**src/verilog/sct_out_pkg.sv**
```systemverilog
`default_nettype none

package sct_out_pkg;

  // Default queue sizing.
  // The top level passes these down, and the depth must be a power of two.
  localparam int queue_depth_dflt = 8;
  localparam int count_width_dflt = 4;

  // Shape of a read return burst from the cache bank.
  // A read header is always followed by this many data words.
  localparam int burst_words = 16;

  // Number of 32-bit words packed into one 128-bit queue entry.
  localparam int words_per_entry = 4;

  // Destination code that selects this return path.
  // Headers with any other code belong to another unit and are ignored.
  localparam logic [1:0] dest_return = 2'd1;

  // Header word layout with the most significant field first.
  typedef struct packed {
    // Set for a read return, clear for a write acknowledgement.
    logic        read;
    logic [12:0] rsvd_hi;
    // Return path select.
    logic [1:0]  dest;
    // Set for a 16-byte read, clear for a 64-byte read.
    logic        subline;
    logic        install_state;
    logic        unmapped_err;
    // Job id of the originating bus request.
    logic [5:0]  jid;
    logic [6:0]  rsvd_lo;
  } sct_header_t;

  // One input word.
  // It is read as a header in the header cycle and as payload otherwise.
  typedef union packed {
    logic [31:0] data;
    sct_header_t hdr;
  } sct_word_t;

  // Attributes carried next to each 128-bit queue entry.
  typedef struct packed {
    // Also tells the drain how many beats the transaction has.
    logic       subline;
    logic       install_state;
    logic       unmapped_err;
    logic [5:0] jid;
    // OR of the uncorrectable-error flags of the four packed words.
    logic       ue;
  } sct_attr_t;

  // Decoded transaction type of a header.
  typedef enum logic [1:0] {
    trans_none = 2'd0,
    trans_wr   = 2'd1,
    trans_rd16 = 2'd2,
    trans_rd64 = 2'd3
  } sct_trans_t;

endpackage

`default_nettype wire

```
**src/verilog/sct_return_router.sv**
```systemverilog
`default_nettype none

module sct_return_router (
  input  wire                         clk,
  input  wire                         rst_n,
  input  wire sct_out_pkg::sct_word_t word_in,
  input  wire                         header_valid,
  input  wire                         ue_err,
  output logic                        wr_ack,
  output logic                        enq,
  output logic [127:0]                enq_data,
  output sct_out_pkg::sct_attr_t      enq_attr,
  output logic                        trans_done
);

  // Word counter over the data burst.
  localparam int cnt_w = $clog2(sct_out_pkg::burst_words);
  // Position of a word inside its group of four.
  localparam int grp_w = $clog2(sct_out_pkg::words_per_entry);
  // The last word of a group goes straight from the stage register.
  localparam int pack_w = 32 * (sct_out_pkg::words_per_entry - 1);

  // Burst FSM encoding.
  localparam logic [1:0] st_idle = 2'd0;
  localparam logic [1:0] st_rd16 = 2'd1;
  localparam logic [1:0] st_rd64 = 2'd2;

  sct_out_pkg::sct_word_t  word_p1;
  logic                    hdr_vld_p1;
  logic                    ue_p1;
  sct_out_pkg::sct_trans_t trans;
  logic [1:0]              state;
  logic [1:0]              next_state;
  logic                    save_hdr;
  logic                    in_burst;
  logic [cnt_w-1:0]        cnt;
  logic [grp_w-1:0]        grp_pos;
  logic                    burst_last;
  logic                    grp_last;
  logic                    rd16_last;
  logic                    ue_acc;
  logic                    ue_cur;
  logic [pack_w-1:0]       pack;
  logic                    saved_subline;
  logic                    saved_install;
  logic                    saved_unmapped;
  logic [5:0]              saved_jid;

  // Input stage.
  always_ff @(posedge clk) begin
    if (!rst_n) begin
      hdr_vld_p1 <= 1'b0;
    end else begin
      hdr_vld_p1 <= header_valid;
    end
  end

  always_ff @(posedge clk) begin
    word_p1 <= word_in;
    ue_p1   <= ue_err;
  end

  // Header decode on the staged word.
  // The destination filter comes first.
  // Read flag and subline then pick the type.
  always_comb begin
    trans = sct_out_pkg::trans_none;
    if (hdr_vld_p1 && (word_p1.hdr.dest == sct_out_pkg::dest_return)) begin
      if (!word_p1.hdr.read) begin
        trans = sct_out_pkg::trans_wr;
      end else if (word_p1.hdr.subline) begin
        trans = sct_out_pkg::trans_rd16;
      end else begin
        trans = sct_out_pkg::trans_rd64;
      end
    end
  end

  assign in_burst   = (state == st_rd16) || (state == st_rd64);
  assign grp_pos    = cnt[grp_w-1:0];
  assign burst_last = (cnt == cnt_w'(sct_out_pkg::burst_words - 1));
  assign grp_last   = (grp_pos == grp_w'(sct_out_pkg::words_per_entry - 1));
  // A 16-byte read keeps only group 0.
  assign rd16_last  = (cnt == cnt_w'(sct_out_pkg::words_per_entry - 1));

  // Burst FSM.
  // Headers are only honoured in idle.
  // The source never overlaps bursts.
  always_comb begin
    next_state = state;
    save_hdr   = 1'b0;
    case (state)
      st_idle: begin
        if (trans == sct_out_pkg::trans_rd16) begin
          next_state = st_rd16;
          save_hdr   = 1'b1;
        end else if (trans == sct_out_pkg::trans_rd64) begin
          next_state = st_rd64;
          save_hdr   = 1'b1;
        end
      end
      st_rd16, st_rd64: begin
        // Both reads walk all 16 words.
        // A short read just drops the tail.
        if (burst_last) begin
          next_state = st_idle;
        end
      end
      // Unused encoding that is never entered.
      default: next_state = st_idle;
    endcase
  end

  always_ff @(posedge clk) begin
    if (!rst_n) begin
      state  <= st_idle;
      cnt    <= '0;
      wr_ack <= 1'b0;
      ue_acc <= 1'b0;
    end else begin
      state  <= next_state;
      // Wraps to zero after the last word.
      cnt    <= in_burst ? cnt + 1'b1 : '0;
      wr_ack <= (state == st_idle) && (trans == sct_out_pkg::trans_wr);
      ue_acc <= ue_cur;
    end
  end

  // Running error flag that restarts on the first word of each group.
  assign ue_cur = (grp_pos == '0) ? ue_p1 : (ue_p1 | ue_acc);

  // Collect the first three words of a group with the lowest word at bit 0.
  always_ff @(posedge clk) begin
    if (in_burst && !grp_last) begin
      pack[grp_pos*32 +: 32] <= word_p1.data;
    end
  end

  // Attributes captured from the header.
  always_ff @(posedge clk) begin
    if (save_hdr) begin
      saved_subline  <= word_p1.hdr.subline;
      saved_install  <= word_p1.hdr.install_state;
      saved_unmapped <= word_p1.hdr.unmapped_err;
      saved_jid      <= word_p1.hdr.jid;
    end
  end

  // Enqueue while the fourth word of a group sits in the stage register.
  assign enq        = ((state == st_rd64) && grp_last) || ((state == st_rd16) && rd16_last);
  assign trans_done = ((state == st_rd64) && burst_last) || ((state == st_rd16) && rd16_last);
  assign enq_data   = {word_p1.data, pack};

  always_comb begin
    enq_attr.subline       = saved_subline;
    enq_attr.install_state = saved_install;
    enq_attr.unmapped_err  = saved_unmapped;
    enq_attr.jid           = saved_jid;
    enq_attr.ue            = ue_cur;
  end

endmodule

`default_nettype wire

```
**src/verilog/sct_return_queue.sv**
```systemverilog
`default_nettype none

module sct_return_queue #(
  parameter int QUEUE_DEPTH = sct_out_pkg::queue_depth_dflt,
  parameter int COUNT_WIDTH = sct_out_pkg::count_width_dflt
) (
  input  wire                         clk,
  input  wire                         rst_n,
  input  wire                         enq,
  input  wire [127:0]                 enq_data,
  input  wire sct_out_pkg::sct_attr_t enq_attr,
  input  wire                         trans_done,
  input  wire                         deq,
  input  wire                         dec_count,
  output logic [127:0]                deq_data,
  output sct_out_pkg::sct_attr_t      deq_attr,
  output logic                        empty,
  output logic [COUNT_WIDTH-1:0]      trans_count,
  output logic                        credit_return
);

  // The pointers wrap on their own with a power-of-two depth.
  localparam int ptr_w = $clog2(QUEUE_DEPTH);

  logic [127:0]           data_mem [QUEUE_DEPTH];
  sct_out_pkg::sct_attr_t attr_mem [QUEUE_DEPTH];
  logic [ptr_w-1:0]       wr_ptr;
  logic [ptr_w-1:0]       rd_ptr;
  // One extra bit so a full queue is distinct from an empty one.
  logic [ptr_w:0]         occ;

  // Entry store.
  // Credits toward the source keep every write within the free entries.
  always_ff @(posedge clk) begin
    if (enq) begin
      data_mem[wr_ptr] <= enq_data;
      attr_mem[wr_ptr] <= enq_attr;
    end
  end

  // Pointer update.
  always_ff @(posedge clk) begin
    if (!rst_n) begin
      wr_ptr <= '0;
      rd_ptr <= '0;
    end else begin
      if (enq) begin
        wr_ptr <= wr_ptr + 1'b1;
      end
      if (deq) begin
        rd_ptr <= rd_ptr + 1'b1;
      end
    end
  end

  // Occupancy count.
  // Push and pop in the same cycle leave it unchanged.
  always_ff @(posedge clk) begin
    if (!rst_n) begin
      occ <= '0;
    end else begin
      case ({enq, deq})
        2'b10:   occ <= occ + 1'b1;
        2'b01:   occ <= occ - 1'b1;
        default: occ <= occ;
      endcase
    end
  end

  assign empty = (occ == '0);

  // Head entry is always visible to the drain.
  assign deq_data = data_mem[rd_ptr];
  assign deq_attr = attr_mem[rd_ptr];

  // Complete transactions held in the queue.
  // Counts up when the router writes a final entry.
  // Counts down when the drain sends a final beat.
  always_ff @(posedge clk) begin
    if (!rst_n) begin
      trans_count <= '0;
    end else begin
      case ({trans_done, dec_count})
        2'b10:   trans_count <= trans_count + 1'b1;
        2'b01:   trans_count <= trans_count - 1'b1;
        default: trans_count <= trans_count;
      endcase
    end
  end

  // One credit back to the source for every entry freed.
  always_ff @(posedge clk) begin
    if (!rst_n) begin
      credit_return <= 1'b0;
    end else begin
      credit_return <= deq;
    end
  end

endmodule

`default_nettype wire

```
**src/verilog/jbus_return_drain.sv**
```systemverilog
`default_nettype none

module jbus_return_drain #(
  parameter int COUNT_WIDTH = sct_out_pkg::count_width_dflt
) (
  input  wire                         clk,
  input  wire                         rst_n,
  input  wire [127:0]                 deq_data,
  input  wire sct_out_pkg::sct_attr_t deq_attr,
  input  wire                         empty,
  input  wire [COUNT_WIDTH-1:0]       trans_count,
  output logic                        deq,
  output logic                        dec_count,
  output logic [127:0]                out_data,
  output sct_out_pkg::sct_attr_t      out_attr,
  output logic                        out_last,
  output logic                        out_valid,
  input  wire                         out_ready
);

  // Beats in a 64-byte read.
  localparam int beats_rd64 = sct_out_pkg::burst_words / sct_out_pkg::words_per_entry;
  localparam int beat_w     = $clog2(beats_rd64);

  logic              xfer;
  logic              load_ok;
  logic              pend_last;
  logic              start_ok;
  logic              active;
  logic [beat_w-1:0] beat;
  logic              last_next;

  assign xfer      = out_valid && out_ready;
  // Output register is free or empties this cycle.
  assign load_ok   = !out_valid || xfer;
  // A final beat still waiting is still in trans_count.
  assign pend_last = out_valid && out_last;
  // Only start a transaction that is fully in the queue.
  assign start_ok  = pend_last ? (trans_count > COUNT_WIDTH'(1)) : (trans_count != '0);

  // Pop the head into the output register.
  assign deq = load_ok && !empty && (active || start_ok);

  // Beat total comes from subline on the first entry.
  assign last_next = active ? (beat == beat_w'(beats_rd64 - 1)) : deq_attr.subline;

  always_ff @(posedge clk) begin
    if (!rst_n) begin
      out_valid <= 1'b0;
      out_last  <= 1'b0;
      active    <= 1'b0;
      beat      <= '0;
    end else begin
      if (deq) begin
        out_valid <= 1'b1;
        out_last  <= last_next;
        active    <= !last_next;
        beat      <= last_next ? '0 : beat + 1'b1;
      end else if (xfer) begin
        out_valid <= 1'b0;
        out_last  <= 1'b0;
      end
    end
  end

  // Beat payload is held until it transfers.
  always_ff @(posedge clk) begin
    if (deq) begin
      out_data <= deq_data;
      out_attr <= deq_attr;
    end
  end

  // Transaction leaves the queue with its final beat.
  assign dec_count = xfer && out_last;

endmodule

`default_nettype wire

```
**src/verilog/sct_out_queues.sv**
```systemverilog
`default_nettype none

module sct_out_queues #(
  parameter int QUEUE_DEPTH = sct_out_pkg::queue_depth_dflt,
  parameter int COUNT_WIDTH = sct_out_pkg::count_width_dflt
) (
  input  wire                         clk,
  input  wire                         rst_n,
  input  wire sct_out_pkg::sct_word_t word_in,
  input  wire                         header_valid,
  input  wire                         ue_err,
  output wire                         wr_ack,
  output wire                         credit_return,
  output wire [127:0]                 out_data,
  output wire sct_out_pkg::sct_attr_t out_attr,
  output wire                         out_last,
  output wire                         out_valid,
  input  wire                         out_ready,
  output wire [COUNT_WIDTH-1:0]       trans_count
);

  // Router to queue.
  wire                         enq;
  wire [127:0]                 enq_data;
  wire sct_out_pkg::sct_attr_t enq_attr;
  wire                         trans_done;

  // Queue and drain handshake.
  wire [127:0]                 deq_data;
  wire sct_out_pkg::sct_attr_t deq_attr;
  wire                         empty;
  wire                         deq;
  wire                         dec_count;

  // Header decode, burst FSM and 4:1 packing.
  sct_return_router sct_return_router_inst (
    .clk          (clk),
    .rst_n        (rst_n),
    .word_in      (word_in),
    .header_valid (header_valid),
    .ue_err       (ue_err),
    .wr_ack       (wr_ack),
    .enq          (enq),
    .enq_data     (enq_data),
    .enq_attr     (enq_attr),
    .trans_done   (trans_done)
  );

  // Entry buffer with transaction count and credit return.
  sct_return_queue #(
    .QUEUE_DEPTH (QUEUE_DEPTH),
    .COUNT_WIDTH (COUNT_WIDTH)
  ) sct_return_queue_inst (
    .clk           (clk),
    .rst_n         (rst_n),
    .enq           (enq),
    .enq_data      (enq_data),
    .enq_attr      (enq_attr),
    .trans_done    (trans_done),
    .deq           (deq),
    .dec_count     (dec_count),
    .deq_data      (deq_data),
    .deq_attr      (deq_attr),
    .empty         (empty),
    .trans_count   (trans_count),
    .credit_return (credit_return)
  );

  // Bus-side valid/ready output.
  jbus_return_drain #(
    .COUNT_WIDTH (COUNT_WIDTH)
  ) jbus_return_drain_inst (
    .clk         (clk),
    .rst_n       (rst_n),
    .deq_data    (deq_data),
    .deq_attr    (deq_attr),
    .empty       (empty),
    .trans_count (trans_count),
    .deq         (deq),
    .dec_count   (dec_count),
    .out_data    (out_data),
    .out_attr    (out_attr),
    .out_last    (out_last),
    .out_valid   (out_valid),
    .out_ready   (out_ready)
  );

endmodule

`default_nettype wire

```
**config.mk**
```make
export PLATFORM = sky130hd
export DESIGN_NAME = sct_out_queues
export DESIGN_NICKNAME = d
export VERILOG_FILES = /design/src/verilog/sct_out_pkg.sv /design/src/verilog/sct_return_router.sv /design/src/verilog/sct_return_queue.sv /design/src/verilog/jbus_return_drain.sv /design/src/verilog/sct_out_queues.sv
export SDC_FILE = /design/constraint.sdc
export NUM_CORES = 1
export LEC_CHECK = 0
export BUFFER_PORTS_ARGS = -buffer_cell sky130_fd_sc_hd__buf_4
export CAP_MARGIN = 20
export CORE_MARGIN = 2
export CORE_UTILIZATION = 40
export DETAILED_ROUTE_END_ITERATION = 8
export PLACE_DENSITY_LB_ADDON = 0.12
export SLEW_MARGIN = 15
export SYNTH_ARGS = -nofsm -noshare
export SYNTH_HDL_FRONTEND = slang
export SYNTH_SLANG_ARGS = --single-unit
```
**constraint.sdc**
```tcl
create_clock -name clk -period 15.8 [get_ports clk]
set_input_delay 0.79 -clock clk [delete_from_list [all_inputs] [get_ports clk]]
set_output_delay 0.79 -clock clk [all_outputs]
set_load 0.02 [all_outputs]
```
# Word level (Yosys, flattened, before mapping)
# Memories as Yosys holds them, arrays and structs flattened. A register that Yosys moved wholly into a read port is not among the register bits.
# Index checks and enable logic that the tools add are counted.
[word_totals]
regBits = 177
latch_bits = 0
romBits = 0
n_memories = 2
word_cells = 111
ramBits = 1104
[memory_table]
columns = ["name", "words", "word_bits", "rd", "rd_clocked_by_memory_dff", "write_ports", "line", "text"]
rows = [
  ["sct_return_queue_inst.data_mem", 8, 128, 1, 1, 1, "sct_return_queue.sv:25", "logic [127:0] data_mem [QUEUE_DEPTH];"],
  ["sct_return_queue_inst.attr_mem", 8, 10, 1, 1, 1, "sct_return_queue.sv:26", "sct_out_pkg::sct_attr_t attr_mem [QUEUE_DEPTH];"],
]
[classes]
n_eq_ne = 16
n_addsub = 9
order_cmp = 1
reduce_logical = 30
mul = 0
div_mod_pow = 0
n_mux = 24
bitwise = 1
n_shift = 2
[ops]
columns = ["op", "n"]
rows = [
  ["96-bit bitwise mux", 1],
  ["32-bit by 34-bit variable shift with 96-bit output (first input constant)", 1],
  ["32-bit by 34-bit indexed part select with 96-bit output", 1],
  ["7-bit negation with 34-bit output", 1],
  ["4-bit one-hot mux with 2 select lines", 2],
  ["2-bit == test (second input constant)", 7],
  ["4-bit by 1-bit adder with 4-bit output (second input constant)", 3],
  ["1-bit two-way mux", 12],
  ["2-bit two-way mux", 6],
  ["1-bit logical AND", 11],
  ["2-bit by 1-bit == test with 1-bit output (second input constant)", 5],
  ["4-bit by 1-bit subtractor with 4-bit output (second input constant)", 2],
  ["3-bit by 1-bit adder with 3-bit output (second input constant)", 2],
  ["3-bit two-way mux", 2],
  ["2-bit nonzero test", 3],
  ["1-bit logical OR", 5],
  ["4-bit by 2-bit == test with 1-bit output (second input constant)", 1],
  ["4-bit == test (second input constant)", 1],
  ["4-bit by 1-bit greater-than comparator with 1-bit output (second input constant)", 1],
  ["1-bit zero test", 4],
  ["2-bit zero test", 2],
  ["4-bit zero test", 1],
  ["2-bit one-hot mux with 2 select lines", 1],
  ["2-bit AND reduction", 2],
  ["other kinds (6)", 6],
]

# Depth between registers and ports, before layout
# Gate-level depths: netlist (run 1).
[depth]
word_depth = 7
depth_mapped = 12
depth_no_buf = 12

# By module
# Synthesis (run 1) repeated with hierarchy kept, for this count alone.
[unflattened]
hier_cells = 2165
area_unflattened_um2 = 52246.4
[modules_own_cells]
columns = ["mod", "cells_per_inst", "n_inst", "area_per_inst_um2"]
rows = [
  ["sct_return_queue", 1693, 1, 42801.0],
  ["sct_return_router", 307, 1, 5047.3],
  ["jbus_return_drain", 165, 1, 4398.0],
]

# Least setup slack after synthesis (run 1)
# No wires, ideal clock.
[synth_timing]
path_type = "register to register"
start = "register sct_return_router_inst.state[1]"
end = "memory sct_return_queue_inst.attr_mem[0][0] (netlist name) (enable)"
path_slack_ns = 4.267
n_path_buf = 0
t_arrival_ns = 10.728
path_stages_with_launch = 7
setup_ns = 0.805
t_required_ns = 14.995
period_less_slack_ns = 11.533
path_cell_list = "dfxtp_1 -> inv_1 -> ha_1 -> nor3b_1 -> o21ai_0 -> or2_2 -> nor3_1"
[synth_between]
elab_chain_len = 5
elab_cells_between_ends = 7
classes_between = "2 x eq/ne; 2 x mux; 3 x reduce/logical"
[synth_rtl]
columns = ["item", "line", "text"]
rows = [
  ["from (decl)", "sct_return_router.sv:32", "logic [1:0] state;"],
  ["from (signal assigned)", "sct_return_router.sv:116", "state <= st_idle;"],
  ["from (signal assigned)", "sct_return_router.sv:121", "state <= next_state;"],
  ["2-bit == test / 2-bit by 1-bit == test with 1-bit output (equally long branches)", "sct_return_router.sv:150", "assign enq = ((state == st_rd64) && grp_last) || ((state == st_rd16) && rd16_last);"],
  ["1-bit logical AND", "sct_return_router.sv:150", ""],
  ["1-bit logical OR (*)", "sct_return_router.sv:150", ""],
  ["1-bit two-way mux (*)", "sct_return_queue.sv:35", "if (enq) begin"],
  ["1-bit two-way mux (not written as such) (*)", "sct_return_queue.sv:37", "attr_mem[wr_ptr] <= enq_attr;"],
  ["to (decl)", "sct_return_queue.sv:26", ""],
]
# Mark *: on every way between the ends. The rest lies on a longest branch, timed or not.

# Worst setup path in the final report (run 1)
[layout_timing]
start = "register sct_return_router_inst.state[1]"
end = "memory sct_return_queue_inst.data_mem[7][77] (enable)"
[layout_between]
elab_chain_len = 5
elab_cells_between_ends = 7
classes_between = "2 x eq/ne; 2 x mux; 3 x reduce/logical"
[layout_rtl]
columns = ["item", "line", "text"]
rows = [
  ["2-bit == test / 2-bit by 1-bit == test with 1-bit output (equally long branches)", "sct_return_router.sv:150", ""],
  ["1-bit logical AND", "sct_return_router.sv:150", ""],
  ["1-bit logical OR (*)", "sct_return_router.sv:150", ""],
  ["1-bit two-way mux (*)", "sct_return_queue.sv:35", ""],
  ["1-bit two-way mux (not written as such) (*)", "sct_return_queue.sv:36", "data_mem[wr_ptr] <= enq_data;"],
  ["to (decl)", "sct_return_queue.sv:25", ""],
]
# Marks and branches as above.

==> impl_metrics.yaml, run 1 <==
outcome:
  status: "finished, final reports clean"
sta:
  relSlewSlack: 0.265
  finalHoldViolations: 0
  tightest_slew_ns: 1.10
  fin_setup_tns_ns: 0
  setup_violations: 0
  finalCritPeriodShare: 0.272
  rsz0062_at_grt: "no"
  fin_skew_ns: 0.0203
  layout_min_cycle_time_ns: 4.29
  whs_ns: 0.125
  final_max_slew_viol_count: 0
  max_freq_mhz: 233
die:
  num_rows: 131
  die_area_um2: 132000
  core_area_um2: 128000
  ios: 183
  die_w_um: 363
  start_util: 0.404
  fp.dieH_um: 363
synth:
  syn_nets: 2222
  synth-seq-cells: 1412
  netlist_area_um2: 51500
  synth_edf_count: 1347
  synthCells: 2167
  synth_top_area_frac: 0.785
  synthArstFlopShare: 0
  syn_avg_cell_area_um2: 23.8
  ys_seq_area_frac: 0.810
  yosys_warnings: 0
  synth_largest_area_cell: "edfxtp_1"
  synth_top_flop_cell: "edfxtp_1"
  synthTopCellsByArea: "edfxtp_1 (78%), mux4_2 (12%), mux2_2 (3.0%)"
  synthDistinctLibCells: 44
routing:
  vias: 22600
  vias_per_cell: 5.33
  drtIter0Drc: 1815
  wl_per_cell_um: 28.4
  firstDrtPassIters: 5
  drc: 0
  finalWirelength_um: 120000
  antenna_left: 0
power:
  p_leak_nw: 19.2
  switching_power_mw: 1.46
  clkPwrFrac: 0.455
  power_frac_comb: 0.003
  ir_drop_uv: 88.7
  power_density_nw_per_um2: 126
  p_seq_frac: 0.542
  switching_share: 0.194
  p_int_mw: 6.09
final_layout:
  drive_above_1_share: 0.333
  final_cell_mix: "edfxtp_1 (1,347), mux4_2 (268), buf_4 (216), clkbuf_16 (158), mux2_2 (137)"
  syn_to_final_growth_pct: 16.2
  final_util: 0.469
  final_common_cell: "edfxtp_1"
  num-nets-final: 2510
hold_path:
  min-delay-start: "word_in[21]"
  hold_depth: 1
  hold_end: "sct_return_router_inst.word_p1[21]"
  worstHoldPathType: "in2reg"
critical_path:
  start_kind: "register"
  worstSetupPathType: "reg2reg"
  r2r_end: "sct_return_queue_inst.data_mem[7][77]"
  timing.rr.start: "sct_return_router_inst.state[1]"
  reg2regPathDepth: 7
  worst-path-max-fanout: 43
  arrival_ns: 4.67
  ff2ff_setup_slack_ns: 11.51
  worst_ep_required_time_ns: 16.18
  end_kind: "register"
clocking:
  clock-sinks: 1412
  post_cts_buffers: 0
  clockRootBuffer: "clkbuf_16"
  cts_max_path_buffers: 3
  cts_resized: 0
  clk_latency_ns: 0.76
  cts_tree: "yes"
  path_clk_slew_ns: 0.06
  ctsHoldBuffers: 0
  cts_max_level: 4
  cts_made_buffers: 153
grt:
  busiest_layer: "met2"
  overflow: 0
  track_usage: 0.185
  antenna_found_initial: 20
  grtUsageMet2: 0.304
  grt_pass1_vias: 24400
  grt_util_met3: 0.0320
  grt_pass1_wl_um: 173000
  grt_util_met1: 0.255
  grt_max_degree: 121
placement:
  port_buffers: 182
  hpwl_um: 62000
  place_congestion: 0.738
run:
  drv_cap: 0
cells in the mapped netlist, types with 4 or more instances:
library cell  count
a21oi_1          10
and2_1          100
and3_1            5
buf_1             5
buf_2            25
clkbuf_1         59
dfxtp_1          65
edfxtp_1       1347
ha_1             18
inv_1            11
mux2_2          137
mux2i_1           7
mux4_1            7
mux4_2          268
nand2_1           8
nand3_1           7
nand4b_1          4
nor2_1           25
nor3_1            4
o21ai_0          10
or3_1             4
xor2_1            7
worst max-delay path by stage:
stage,startpoint,depth (start not counted),to
6_report,sct_return_router_inst.state[1],7,sct_return_queue_inst.data_mem[7][77]
5_1_grt,sct_return_router_inst.state[1],7,sct_return_queue_inst.data_mem[7][77]
4_1_cts,sct_return_router_inst.state[1],7,sct_return_queue_inst.data_mem[7][77]
3_5_place_dp,sct_return_router_inst.state[1],7,sct_return_queue_inst.data_mem[7][119]
3_3_place_gp,sct_return_router_inst.state[1],7,sct_return_queue_inst.data_mem[7][84]
2_1_floorplan,sct_return_router_inst.state[1],6,sct_return_queue_inst.attr_mem[0][0]
per-layer routing:
layer,up-vias,wire [µm]
met1,12300,52300
li1,9625,-
met2,582,59500
met3,148,5720
met5,-,13
met4,2,2650
worst max-delay path: stages (launching register included):
cell and delay, ns:
dfxtp_1 0.32, inv_1 0.10, ha_1 0.14, nor3b_1 0.37, o211ai_1 0.37, nor2_4 0.94
buf_4 0.78, buf_4 0.77
through the flow:
stage / setup slack [ns] / total power [mW] / instances / instance area [µm²]
6_report: 11.51 / 7.55 / 4239 / 59900
3_5_place_dp: 11.43 / 4.19 / 3960 / 55000
2_1_floorplan: 4.27 / 4.15 / 2167 / 51500
5_1_grt: 11.20 / 7.79 / 4238 / 59900
3_3_place_gp: 11.49 / 4.19 / 3958 / 55000
4_1_cts: 11.39 / 7.64 / 4236 / 59900
state kept, by name, summed over array words and instances (netlist names), 2 cells and up, named ones only:
signal	cells
jbus_return_drain_inst.beat	2
jbus_return_drain_inst.out_attr	10
jbus_return_drain_inst.out_data	128
sct_return_queue_inst.attr_mem	80
sct_return_queue_inst.data_mem	1024
sct_return_queue_inst.occ	4
sct_return_queue_inst.rd_ptr	3
sct_return_queue_inst.trans_count	4
sct_return_queue_inst.wr_ptr	3
sct_return_router_inst.cnt	4
sct_return_router_inst.pack	96
sct_return_router_inst.saved_jid	6
sct_return_router_inst.state	2
sct_return_router_inst.word_p1	32
kinds of logic (layout without fill, tap and decap cells):
group | count (synthesis) | after routing | share of synthesized area
other | 0 | 1 | 0
adder cells (fa/ha/maj) | 18 | 18 | 0.00437
AO/OA/AOI/OAI | 32 | 32 | 0.00367
multiplexers | 419 | 419 | 0.152
buffers and inverters | 103 | 512 | 0.00857
XOR/XNOR | 10 | 10 | 0.00170
flip-flops | 1412 | 1412 | 0.810
AND/OR/NAND/NOR | 173 | 173 | 0.0196
layout make-up:
class	instances	area [µm²]
diodes	1	2.50
clock buffers	201	4170
clock inverters	75	658
fillers	10400	67800
inverters	12	52.6
multi-input cells	652	9410
flip-flops and latches	1412	41800
well taps	1662	2080
repair buffers	224	1780
power groups by stage:
stage	Combinational, mW	Clock, mW	Sequential, mW
final	0.0221	3.44	4.09
after CTS	0.0225	3.53	4.09
after detailed placement	0.0223	0	4.17
after global routing	0.0238	3.68	4.09
after global placement	0.0205	0	4.17
after floorplan	0.00733	0	4.15
Note: power is estimated with default switching activity, not from simulation.
==> run 2, diff against run 1 <==
==> constraint.sdc (replaced) <==
create_clock -name clk -period 3.4 [get_ports clk]
set_input_delay 0.17 -clock clk [delete_from_list [all_inputs] [get_ports clk]]
set_output_delay 0.17 -clock clk [all_outputs]
set_load 0.02 [all_outputs]
==> run 2 against run 1 <==
Clock power grew to 4.4 times the previous value; worst hold slack got worse by 0.070 ns; largest power group unchanged; non-clock buffer count grew 59; routed wire length is 0.88% lower; worst setup slack lost 11 ns; power grew to 4.6 times the previous value; register-to-register slack lost 11 ns; critical endpoint is now sct_return_queue_inst.trans_count[3]; die area stayed put; first-iteration DRC count is 0.94% lower; sequential share of layout area down 0.88 points; maximum frequency up 56%; count of clock-buffer cells in the layout is 2 higher.
==> impl_metrics.yaml, run 2 (same netlist as run 1, synthesis figures left out) <==
outcome:
  status: "finished, final reports clean"
critical_path:
  crit_chain: "inv_1 -> ha_1 -> and3_1 -> o21ai_0 -> ha_1 -> or4b_2 -> a21oi_1 -> xnor2_1 -> nor2_1"
  worst_ep_required_time_ns: 4.02
  worstSetupPathType: "reg2reg"
  end_kind: "register"
  cp_common_cell: "ha_1"
  worst-path-max-fanout: 4
  start_kind: "register"
  arrival_ns: 3.37
  slowest_stage: "or4b_2"
  slowest_delay_ns: 0.63
clocking:
  clk_latency_ns: 0.76
  cts_max_path_buffers: 3
  cts_made_buffers: 147
  clock-sinks: 1412
  clockRootBuffer: "clkbuf_16"
  cts_tree: "yes"
  cts_max_level: 4
  path_clk_slew_ns: 0.06
  post_cts_buffers: 0
routing:
  drc: 0
  wl_per_cell_um: 27.8
  vias: 22800
  firstDrtPassIters: 6
  drtIter0Drc: 1798
  finalWirelength_um: 119000
  antenna_left: 0
  vias_per_cell: 5.31
placement:
  place_area_um2: 55600
  dp_slack_ns: 0.660
  place_congestion: 0.724
  dpl.cell_count: 3977
  port_buffers: 182
  hpwl_um: 62800
power:
  ir_drop_uv: 434
  p_leak_nw: 19.3
  power_density_nw_per_um2: 568
grt:
  grt_pass1_wl_um: 172000
  grt_max_degree: 84
  antenna_found_initial: 17
  track_usage: 0.184
  grt_pass1_vias: 24500
  overflow: 0
final_layout:
  final_common_cell: "edfxtp_1"
  num-nets-final: 2563
  drive_above_1_share: 0.331
  final_cell_mix: "edfxtp_1 (1,347), mux4_2 (268), buf_4 (201), clkbuf_16 (155), mux2_2 (137)"
  syn_to_final_growth_pct: 17.7
  largest_reg_flops: 1024
  finalInstanceArea_um2: 60700
  regMostFlops: "sct_return_queue_inst.data_mem"
  reg_top3: "sct_return_queue_inst.data_mem x1024, jbus_return_drain_inst.out_data x128, sct_return_router_inst.pack x96"
  finalNonFillerCells: 4288
sta:
  relSlewSlack: 0.230
  layout_min_cycle_time_ns: 2.75
  setup_violations: 0
  max_freq_mhz: 363
  finalCritPeriodShare: 0.810
  final_max_slew_viol_count: 0
  fin_skew_ns: 0.0245
  finalHoldViolations: 0
  timing.final.ws_setup_ns: 0.647
  rsz0062_at_grt: "no"
  tightest_slew_ns: 1.15
die:
  ios: 183
  num_rows: 131
  die_area_um2: 132000
  die_w_um: 363
  fp.dieH_um: 363
  core_area_um2: 128000
  start_util: 0.404
hold_path:
  worstHoldPathType: "in2reg"
run:
  drv_cap: 0
run 2: worst paths after layout:
kind	start	to	slack [ns]	cells after the start
hold reg to reg	jbus_return_drain_inst.beat[1]	jbus_return_drain_inst.beat[1]	0.48	2
hold / removal	word_in[17]	sct_return_router_inst.word_p1[17]	0.06	2
setup / recovery	sct_return_router_inst.state[0]	sct_return_queue_inst.trans_count[3]	0.65	9
setup reg to reg	sct_return_router_inst.state[0]	sct_return_queue_inst.trans_count[3]	0.65	9
run 2: what timing repair did:
action,CTS,global route
resized for setup,0,0
hold endpoints to repair,46,0
hold buffers,44,0
run 2: report_power, final:
group	leakage, nW	switching, mW	internal [mW]
Combinational	4.08	0.0651	0.0873
Clock	2.25	6.36	8.95
Sequential	13.0	0.140	18.9
run 2: layout make-up:
type / instances / area, µm²
antenna: 5 / 12.5
clock buffer: 203 / 4150
clock inverter: 59 / 440
fill: 10300 / 67000
inverter: 12 / 52.6
multi-input combinational: 652 / 9460
sequential: 1412 / 41800
tap: 1662 / 2080
timing repair buffer: 283 / 2730
run 2: per-layer routing:
layer | GRT usage | routed length, µm | up-vias
met1 | 0.249 | 51700 | 12300
met2 | 0.301 | 58600 | 586
met4 | 0.0560 | 2640 | 4
li1 | - | - | 9706
met3 | 0.0361 | 6240 | 165
met5 | 0 | 21 | -
run 2: metrics by stage:
| stage | hold WS (ns) | power, mW | utilization | setup TNS [ns] |
|---|---|---|---|---|
| 2_1_floorplan | 0.198 | 19.3 | - | -547.32 |
| 3_3_place_gp | 0.274 | 19.5 | 0.435 | 0 |
| 3_5_place_dp | 0.276 | 19.5 | 0.436 | 0 |
| 4_1_cts | 0.0000793 | 34.9 | 0.475 | 0 |
| 5_1_grt | 0.0269 | 35.5 | 0.475 | 0 |
| 6_report | 0.0553 | 34.5 | 0.475 | 0 |
run 2: critical path: cells and delay by family, from the launching register on:
family | cells | cell delay, ns
AND/OR/NAND/NOR | 3 | 0.88
flip-flops | 1 | 0.38
XOR/XNOR | 1 | 0.15
AO/OA/AOI/OAI | 2 | 0.54
adder cells (fa/ha/maj) | 2 | 0.56
buffers and inverters | 1 | 0.10
